--- src/source/div_ctrl_pkg.sv ---
`default_nettype none

package div_ctrl_pkg;

   // Divider core FSM.
   typedef enum logic [1:0] {
      CORE_IDLE  = 2'd0,  // No result yet.
      CORE_SHIFT = 2'd1,  // One quotient bit per cycle.
      CORE_DONE  = 2'd2   // Result held until next start.
   } core_state_t;

   // Fractional stage FSM.
   typedef enum logic [1:0] {
      FRAC_IDLE   = 2'd0,
      FRAC_RUN    = 2'd1,  // Core busy.
      FRAC_ADJUST = 2'd2,  // Residue update.
      FRAC_HOLD   = 2'd3   // Result presented.
   } frac_state_t;

endpackage

`default_nettype wire

--- src/source/div_types_pkg.sv ---
`default_nettype none

package div_types_pkg;

   // Operand width of the whole divider.
   localparam int DATA_W = 32;

   // Wide enough to count DATA_W shift steps.
   localparam int CNT_W = 6;

   // Dividend, divisor, quotient and remainder.
   typedef logic [DATA_W-1:0] data_t;

   // Residue accumulator, one spare bit for the sum of two remainders.
   typedef logic [DATA_W:0] acc_t;

   // Shift step counter of the core.
   typedef logic [CNT_W-1:0] cnt_t;

endpackage

`default_nettype wire
--- src/source/div_if.sv ---
`timescale 1ns/1ps
`default_nettype none

interface div_if;

   import div_types_pkg::*;

   logic  start;      // One-cycle request pulse.
   logic  done;       // Level, high while the result is valid.
   data_t dividend;
   data_t divisor;
   data_t quotient;
   data_t remainder;

   modport requester (
      output start,
      output dividend,
      output divisor,
      input  done,
      input  quotient,
      input  remainder
   );

   modport divider (
      input  start,
      input  dividend,
      input  divisor,
      output done,
      output quotient,
      output remainder
   );

endinterface

`default_nettype wire

--- src/source/frac_div_top.sv ---
`timescale 1ns/1ps
`default_nettype none

module frac_div_top (
   input  logic                 clk_i,
   input  logic                 reset_i,
   input  logic                 start_i,
   output logic                 done_o,
   input  div_types_pkg::data_t dividend_i,
   input  div_types_pkg::data_t divisor_i,
   output div_types_pkg::data_t quotient_o,
   output div_types_pkg::data_t remainder_o
);

   div_if div_bus ();

   // Residue accumulation and quotient correction.
   div_subshift_frac frac_i (
      .clk_i      (clk_i),
      .reset_i    (reset_i),
      .start_i    (start_i),
      .done_o     (done_o),
      .dividend_i (dividend_i),
      .divisor_i  (divisor_i),
      .quotient_o (quotient_o),
      .remainder_o(remainder_o),
      .div        (div_bus.requester)
   );

   // Shift-subtract core.
   div_subshift core_i (
      .clk_i  (clk_i),
      .reset_i(reset_i),
      .div    (div_bus.divider)
   );

endmodule

`default_nettype wire

--- src/source/div_subshift_frac.sv ---
`timescale 1ns/1ps
`default_nettype none

module div_subshift_frac (
   input  logic                 clk_i,
   input  logic                 reset_i,
   input  logic                 start_i,
   output logic                 done_o,
   input  div_types_pkg::data_t dividend_i,
   input  div_types_pkg::data_t divisor_i,
   output div_types_pkg::data_t quotient_o,
   output div_types_pkg::data_t remainder_o,
   div_if.requester             div
);

   import div_types_pkg::*;
   import div_ctrl_pkg::*;

   frac_state_t state_q;
   frac_state_t state_d;

   acc_t  acc_q;      // Residue accumulator.
   acc_t  acc_sum;
   acc_t  acc_d;
   logic  incr_q;     // Quotient correction of the last division.
   logic  incr_d;
   data_t divisor_q;  // Same divisor the core latched.
   logic  accept;

   // New work only when idle or holding a result.
   assign accept = start_i && (state_q == FRAC_IDLE || state_q == FRAC_HOLD);

   assign div.start    = accept;
   assign div.dividend = dividend_i;
   assign div.divisor  = divisor_i;

   always_comb begin
      state_d = state_q;
      case (state_q)
         FRAC_IDLE: begin
            if (accept) begin
               state_d = FRAC_RUN;
            end
         end
         FRAC_RUN: begin
            if (div.done) begin
               state_d = FRAC_ADJUST;
            end
         end
         FRAC_ADJUST: begin
            state_d = FRAC_HOLD;
         end
         FRAC_HOLD: begin
            if (accept) begin
               state_d = FRAC_RUN;
            end
         end
         default: begin
            state_d = FRAC_IDLE;
         end
      endcase
   end

   assign acc_sum = acc_q + acc_t'(div.remainder);

   always_comb begin
      acc_d  = acc_q;
      incr_d = 1'b0;
      if (divisor_q != '0) begin
         if (acc_sum >= acc_t'(divisor_q)) begin
            acc_d  = acc_sum - acc_t'(divisor_q);  // Carry one into the quotient.
            incr_d = 1'b1;
         end else begin
            acc_d = acc_sum;
         end
      end
   end

   always_ff @(posedge clk_i) begin
      if (reset_i) begin
         state_q <= FRAC_IDLE;
         acc_q   <= '0;
         incr_q  <= 1'b0;
      end else begin
         state_q <= state_d;
         if (state_q == FRAC_ADJUST) begin
            acc_q  <= acc_d;  // Once per division.
            incr_q <= incr_d;
         end
      end
   end

   always_ff @(posedge clk_i) begin
      if (accept) begin
         divisor_q <= divisor_i;
      end
   end

   assign done_o      = (state_q == FRAC_HOLD);
   assign quotient_o  = div.quotient + data_t'(incr_q);
   assign remainder_o = div.remainder;

endmodule

`default_nettype wire

--- src/source/div_subshift.sv ---
`timescale 1ns/1ps
`default_nettype none

module div_subshift (
   input  logic   clk_i,
   input  logic   reset_i,
   div_if.divider div
);

   import div_types_pkg::*;
   import div_ctrl_pkg::*;

   core_state_t state_q;
   core_state_t state_d;
   cnt_t        cnt_q;

   data_t dvs_q;  // Divisor latched at start.
   data_t rem_q;  // Partial remainder.
   data_t quo_q;  // Dividend bits shift out, quotient bits shift in.

   acc_t trial;
   acc_t diff;
   logic q_bit;
   logic last_step;
   logic accept;

   // A start during the shift phase is dropped.
   assign accept = div.start && (state_q != CORE_SHIFT);

   assign last_step = (cnt_q == cnt_t'(DATA_W - 1));

   // Next dividend bit joins the partial remainder.
   assign trial = {rem_q, quo_q[DATA_W-1]};
   assign diff  = trial - {1'b0, dvs_q};
   assign q_bit = (trial >= {1'b0, dvs_q});

   always_comb begin
      state_d = state_q;
      case (state_q)
         CORE_IDLE: begin
            if (accept) begin
               state_d = CORE_SHIFT;
            end
         end
         CORE_SHIFT: begin
            if (last_step) begin
               state_d = CORE_DONE;
            end
         end
         CORE_DONE: begin
            if (accept) begin
               state_d = CORE_SHIFT;
            end
         end
         default: begin
            state_d = CORE_IDLE;
         end
      endcase
   end

   always_ff @(posedge clk_i) begin
      if (reset_i) begin
         state_q <= CORE_IDLE;
         cnt_q   <= '0;
      end else begin
         state_q <= state_d;
         if (state_q == CORE_SHIFT && !last_step) begin
            cnt_q <= cnt_q + 1'b1;
         end else begin
            cnt_q <= '0;  // Ready for the next run.
         end
      end
   end

   always_ff @(posedge clk_i) begin
      if (accept) begin
         dvs_q <= div.divisor;
         rem_q <= '0;
         quo_q <= div.dividend;
      end else if (state_q == CORE_SHIFT) begin
         if (q_bit) begin
            rem_q <= diff[DATA_W-1:0];   // Restore not needed.
         end else begin
            rem_q <= trial[DATA_W-1:0];
         end
         quo_q <= {quo_q[DATA_W-2:0], q_bit};
      end
   end

   // With a zero divisor every step subtracts nothing, so all ones come out.
   assign div.done      = (state_q == CORE_DONE);
   assign div.quotient  = quo_q;
   assign div.remainder = rem_q;

endmodule

`default_nettype wire

--- config.mk ---
export PLATFORM = sky130hd
export DESIGN_NAME = frac_div_top
export DESIGN_NICKNAME = d
export VERILOG_FILES = /design/src/source/div_ctrl_pkg.sv /design/src/source/div_types_pkg.sv /design/src/source/div_if.sv /design/src/source/frac_div_top.sv /design/src/source/div_subshift_frac.sv /design/src/source/div_subshift.sv
export SDC_FILE = /design/constraint.sdc
export NUM_CORES = 1
export LEC_CHECK = 0
export ABC_CLOCK_PERIOD_IN_PS = 5520
export BUFFER_PORTS_ARGS = -buffer_cell sky130_fd_sc_hd__buf_2
export CAP_MARGIN = 30
export CORE_MARGIN = 4
export CORE_UTILIZATION = 35
export DETAILED_ROUTE_END_ITERATION = 6
export MAX_ROUTING_LAYER = met4
export PLACE_DENSITY = 0.52
export SLEW_MARGIN = 20
export SYNTH_ARGS = -nofsm -noshare
export SYNTH_HDL_FRONTEND = slang
export SYNTH_HIERARCHICAL = 1
export SYNTH_SLANG_ARGS = --single-unit
--- constraint.sdc ---
create_clock -name clk_i -period 5.52 [get_ports clk_i]
set_input_delay 1.104 -clock clk_i [delete_from_list [all_inputs] [get_ports clk_i]]
set_output_delay 1.104 -clock clk_i [all_outputs]
set_load 0.01 [all_outputs]
Word level (Yosys, flattened, before mapping)
Index checks and enable logic that the tools add are counted.
- output and inout bits: 65
- register bits after elaboration: 172
- logic and storage cells: 55
- input port bits: 67
- reductions and logical operators: 15
- add/subtract/negate cells: 5
- mux-type cells: 12
- bitwise operators: 1
- magnitude comparators: 2
- equality and inequality tests: 11
- operators with widths (cell ; count):
    two-way mux 32 bit ; 3
    >= comparator 33 x 32 -> 1 bit ; 2
    adder 33 x 32 -> 33 bit ; 1
    two-way mux 33 bit ; 1
    subtractor 33 x 32 -> 33 bit ; 1
    adder 32 x 1 -> 32 bit ; 1
    nonzero test 32 bit ; 1
    subtractor 32 bit ; 1
    inequality test 2 x 1 -> 1 bit (second input constant) ; 5
    two-way mux 2 bit ; 4
    adder 6 x 1 -> 6 bit (second input constant) ; 1
    equality test 2 bit (second input constant) ; 3
    equality test 6 x 5 -> 1 bit (second input constant) ; 1
    case mux 2 bit (3 select lines) ; 1
    AND reduction 2 bit ; 3
    OR reduction 2 bit ; 3
    equality test 2 x 1 -> 1 bit (second input constant) ; 2
    logical NOT 2 bit ; 2
    case mux 2 bit (2 select lines) ; 1
    logical AND 1 bit ; 3
    two-way mux 1 bit ; 2
    nonzero test 2 bit ; 1
    logical NOT 1 bit ; 1
    logical OR 1 bit ; 1
    NOT 1 bit ; 1

Depth between registers and ports, before layout
- depth after elaboration: 6
- depth in mapped cells: 26
- mapped depth without buffers: 23

By module
Netlist, hierarchy kept.
- modules (own cells, without submodules) (module ; sequential area each (µm²) ; times used ; cells each ; area an instance (µm²)):
    div_subshift_frac ; 1681.6 ; 1 ; 922 ; 7516.0
    div_subshift ; 2722.6 ; 1 ; 591 ; 6029.5

Worst setup path after synthesis
No wires, ideal clock.
- path kind: register to register
- start point: register core_i.rem_q[0] (netlist: core_i/div.remainder[0])
- end point: register frac_i.acc_q[11]
- period minus slack after synthesis: 5.035 ns
- cell stages (with the launch flop): 26
- data required time: 5.440 ns
- slack: 0.485 ns
- arrival time: 4.955 ns
- library setup time: 0.080 ns
- buffers on the path: 3
- cells stage by stage: dfxtp_1 > ha_1 > inv_1 > fa_1 > nand2b_1 > a21oi_1 > o31ai_2 > a211oi_1 > o21ai_0 > nand2b_1 > a2111oi_0 > a41o_1 > or2_2 > ha_1 > clkbuf_1 > a21o_1 > a21o_1 > a21o_1 > a21o_1 > a311oi_1 > o41ai_2 > a21oi_4 > buf_6 > buf_8 > a21oi_2 > a211oi_2
- longest elaborated chain between the ends: 3
- elaborated cells between the ends (all ways): 4
- those cells by class: add/sub: 2; order compare: 1; mux: 1
- RTL lines (what ; line ; RTL):
    from (decl) ; div_subshift.sv:18 ; data_t rem_q;
    from (signal assigned) ; div_subshift.sv:82 ; rem_q <= diff[DATA_W-1:0];
    from (signal assigned) ; div_subshift.sv:84 ; rem_q <= trial[DATA_W-1:0];
    adder 33 x 32 -> 33 bit * ; div_subshift_frac.sv:64 ; assign acc_sum = acc_q + acc_t'(div.remainder);
    subtractor 33 x 32 -> 33 bit or >= comparator 33 x 32 -> 1 bit (tied branches) ; div_subshift_frac.sv:71, div_subshift_frac.sv:70 ;
    two-way mux 33 bit * ; div_subshift_frac.sv:70 ; if (acc_sum >= acc_t'(divisor_q)) begin
    to (signal assigned) ; div_subshift_frac.sv:82 ; acc_q <= '0;
    to (signal assigned) ; div_subshift_frac.sv:87 ; acc_q <= acc_d;
    to (decl) ; div_subshift_frac.sv:22 ; acc_t acc_q;
Mark *: on every way between the ends. The rest lies on a longest branch, timed or not.
A chain may end at the register's enable or synchronous reset.

Worst setup path after layout
- start point: register core_i.rem_q[0] (netlist: core_i/div.remainder[0])
- end point: register frac_i.acc_q[14]
Same word-level chain as after synthesis.

==> run metrics <==
number of synthesized register bits=172; DRT iter0 DRCs=572; Int Pwr=0.004872 W; Reg area=0.004404 mm2; # nets final=1,724; Die Y=204.7 um; DR vias/cell=5.384; core area=0.03793 mm2; Routed wire per std cell=19.65 um; final hold violation count=0; CTS Hold Bufs=0; met2 Resource Use GR=33.54%; area growth from synthesis to layout=9.246%; sw power=0.004428 W; # DRC=0; root buf cell=clkbuf_16; First-pass DRT Iterations=5; share of layout cells above drive strength 1=18.15%; Worst Hold Depth=1; Worst-path clk slew=80 ps; fin crit share=95.13%; CP required=5840 ps; Max Slew Vio Count=0; I/O pin count=132; fill count=3,878; antenna viol nets, final=0; CTS tree=yes; Peak supply drop=0.2932 mV; syn nets=1,685; later-pin clock latency in the skew report=440 ps; HPWL after detailed placement=32,440 um; CTS H-tree lvls=4; Reg power frac=24.6%; clock power share=13.4%; Clock Path Buffers=2; WP data arrival=5570 ps; outcome=complete, no violations; Static Leak=6.524 nW; unrepaired setup endpoints after global routing=no; Pwr per Cell Area=628.5 mW/mm2; area occupied by multi-input gates=0.007766 mm2; Initial Utilization=35.71%; Fin Setup TNS=0 ps; top-count cell post-synth=nor2_1; clk sink count=172; die area=0.04191 mm2; Post-synth ARST share=0%; R2R depth=24; Worst slew margin=38.16%; crit path max fanout=22; min-delay worst type=flop to flop; maximum clock rate=0.1904 GHz; met1 Use GR=24.69%; Num CTS Buffers=17; drt total wl=40,860 um; Yosys warnings=6; combinational power share=62.0%; Worst Setup End Kind=flop; clock skew=12.36 ps; placer congestion estimate=0.8999; dominant synthesized flop cell=edfxtp_1; Synth area leaders=edfxtp_1 (21%), dfxtp_1 (11%), ha_1 (9.4%); GR peak layer=met2; Tot Pwr=0.009300 W; pin count of the biggest net entering global routing=42; grt ovf=0; Synth Area per Inst=8.953 um2; Tmin final=5251 ps; Post-synth top cells=nor2_1 (110), inv_1 (103), ha_1 (102), buf_4 (99); number of global-route vias before repair=11.04k; Startpoint Class=flop; Synth area leader=edfxtp_1; first-pass GRT wire length=63,040 um; Post-synth EDFFs=96; Synth cell types=87; antenna violations before repair=3; crit path kind=flop to flop; switching portion of total power=47.61%; Synth top area share=21.28%; routing usage on met3=4.828%; Mapped Cells=1,513; Core Rows=71; synthesized area=0.01355 mm2; final setup vio count=0; share of the yosys chip area belonging to registers=32.51%; Slew @ Worst Pin=919.1 ps; GRT Util Overall=19.84%; Die Wd=204.7 um; IO buf count=131; max_cap viols=0; routed via count=11.20k
registers in the layout (all words and copies together), names as in the netlist:
name                  count
frac_i/acc_q             33
core_i/div.quotient      32
core_i/div.remainder     32
core_i/dvs_q             32
frac_i/divisor_q         32
core_i/cnt_q              6
core_i/state_q            2
frac_i/state_q            2
frac_i/incr_q             1
layout by cell type (no fill, tap or decap), types with 6 or more instances in the layout:
| cell type | count |
|---|---|
| a211oi_1 | 35 |
| a211oi_2 | 8 |
| a21boi_0 | 7 |
| a21o_1 | 47 |
| a21oi_1 | 95 |
| a21oi_2 | 6 |
| a31oi_1 | 16 |
| and3_1 | 22 |
| buf_2 | 131 |
| buf_4 | 39 |
| clkbuf_16 | 18 |
| dfxtp_1 | 76 |
| edfxtp_1 | 96 |
| ha_1 | 102 |
| inv_1 | 103 |
| mux2_2 | 32 |
| mux2i_1 | 26 |
| nand2_1 | 96 |
| nand2b_1 | 17 |
| nand3_1 | 63 |
| nand4_1 | 19 |
| nor2_1 | 108 |
| nor2b_1 | 9 |
| nor3_1 | 23 |
| nor4_1 | 15 |
| o211ai_1 | 12 |
| o21a_1 | 16 |
| o21ai_0 | 49 |
| o21ai_1 | 14 |
| o21bai_1 | 12 |
| o311ai_1 | 10 |
| o31ai_1 | 7 |
| or2_2 | 6 |
| or3_1 | 6 |
| xnor2_1 | 77 |
| xor2_1 | 36 |
metrics by stage:
| step | setup slack, ps | std cells | util, % | hold slack (ps) | instance area (um2) |
|---|---|---|---|---|---|
| after floorplan | 484.7 | 1513 | - | 417.9 | 13550 |
| after CTS | 2.631 | 2075 | 38.93 | 458.0 | 14770 |
| after global routing | 20.73 | 2079 | 39.00 | 492.7 | 14800 |
| final | 268.6 | 2080 | 39.01 | 455.9 | 14800 |
| after global placement | 146.0 | 2043 | 37.34 | 431.3 | 14160 |
| after detailed placement | 71.67 | 2043 | 37.34 | 442.9 | 14160 |
layer usage:
layer	vias to the layer above	part of all wire (%)
met5	-	0
met4	0	1.1
met3	33	6.5
met2	294	48
met1	5376	44
li1	5496	-
logic make-up (layout without fill, tap and decap cells):
kind of cell	after synthesis	in the layout	share of synthesized area, %
AOI/OAI and AO/OA	398	398	20.43
xor gates and xnor gates	113	113	7.306
adders and majority gates	105	105	9.865
buffers and inverters	255	307	10.36
DFF	172	172	32.51
muxes	58	58	4.582
other	0	4	0
and+or+nand+nor	412	412	14.94
power groups by stage:
stage,registers (W),clock network [W],logic [W]
global route,0.00234,0.00134,0.00638
finish,0.00229,0.00125,0.00576
global placement,0.00232,0,0.00573
floorplan,0.00216,0,0.00438
detailed placement,0.00232,0,0.00572
CTS,0.00230,0.00128,0.00576
path summary, 6_finish.rpt:
kind	start	endpoint	slack, ps
max	core_i/div.remainder[0]$_SDFFE_PP0P_	frac_i/acc_q[14]$_SDFFE_PP0P_	270
min	core_i/cnt_q[0]$_SDFF_PP0_	core_i/cnt_q[0]$_SDFF_PP0_	460
max reg2reg	core_i/div.remainder[0]$_SDFFE_PP0P_	frac_i/acc_q[14]$_SDFFE_PP0P_	270
min reg2reg	core_i/cnt_q[0]$_SDFF_PP0_	core_i/cnt_q[0]$_SDFF_PP0_	460
worst max-delay path, stage by stage (launching register included):
cell and delay (ps):
dfxtp_1 340, ha_1 190, inv_1 60, fa_1 390
nand2b_1 190, a21oi_2 210, o31ai_2 140, a211oi_2 320
o21ai_0 140, nand2b_1 140, a2111oi_0 100, a41o_1 240
or2_2 300, ha_1 290, a21o_1 190, a21o_1 180
a21o_1 170, a21o_1 180, a311oi_2 290, o41ai_2 140
a21oi_4 200, buf_12 210, mux2_2 340, nand2_1 70
a21oi_1 70
area by class of cell:
cell class | count | area share [%]
Sequential cell | 172 | 29.76
Multi-Input combinational cell | 1086 | 52.48
Clock buffer | 19 | 3.137
Inverter | 103 | 2.613
Clock inverter | 13 | 0.9385
Antenna cell | 4 | 0.06764
Tap cell | 511 | 4.321
Timing Repair Buffer | 172 | 6.680
what timing repair did:
| item | CTS | global route |
|---|---|---|
| endpoints found under the setup margin | 0 | 32 |
| resized for setup | 0 | 3 |
| hold endpoints to repair | 0 | 0 |
| buffers inserted | 0 | 1 |
Power figures use the tool's default switching activity.
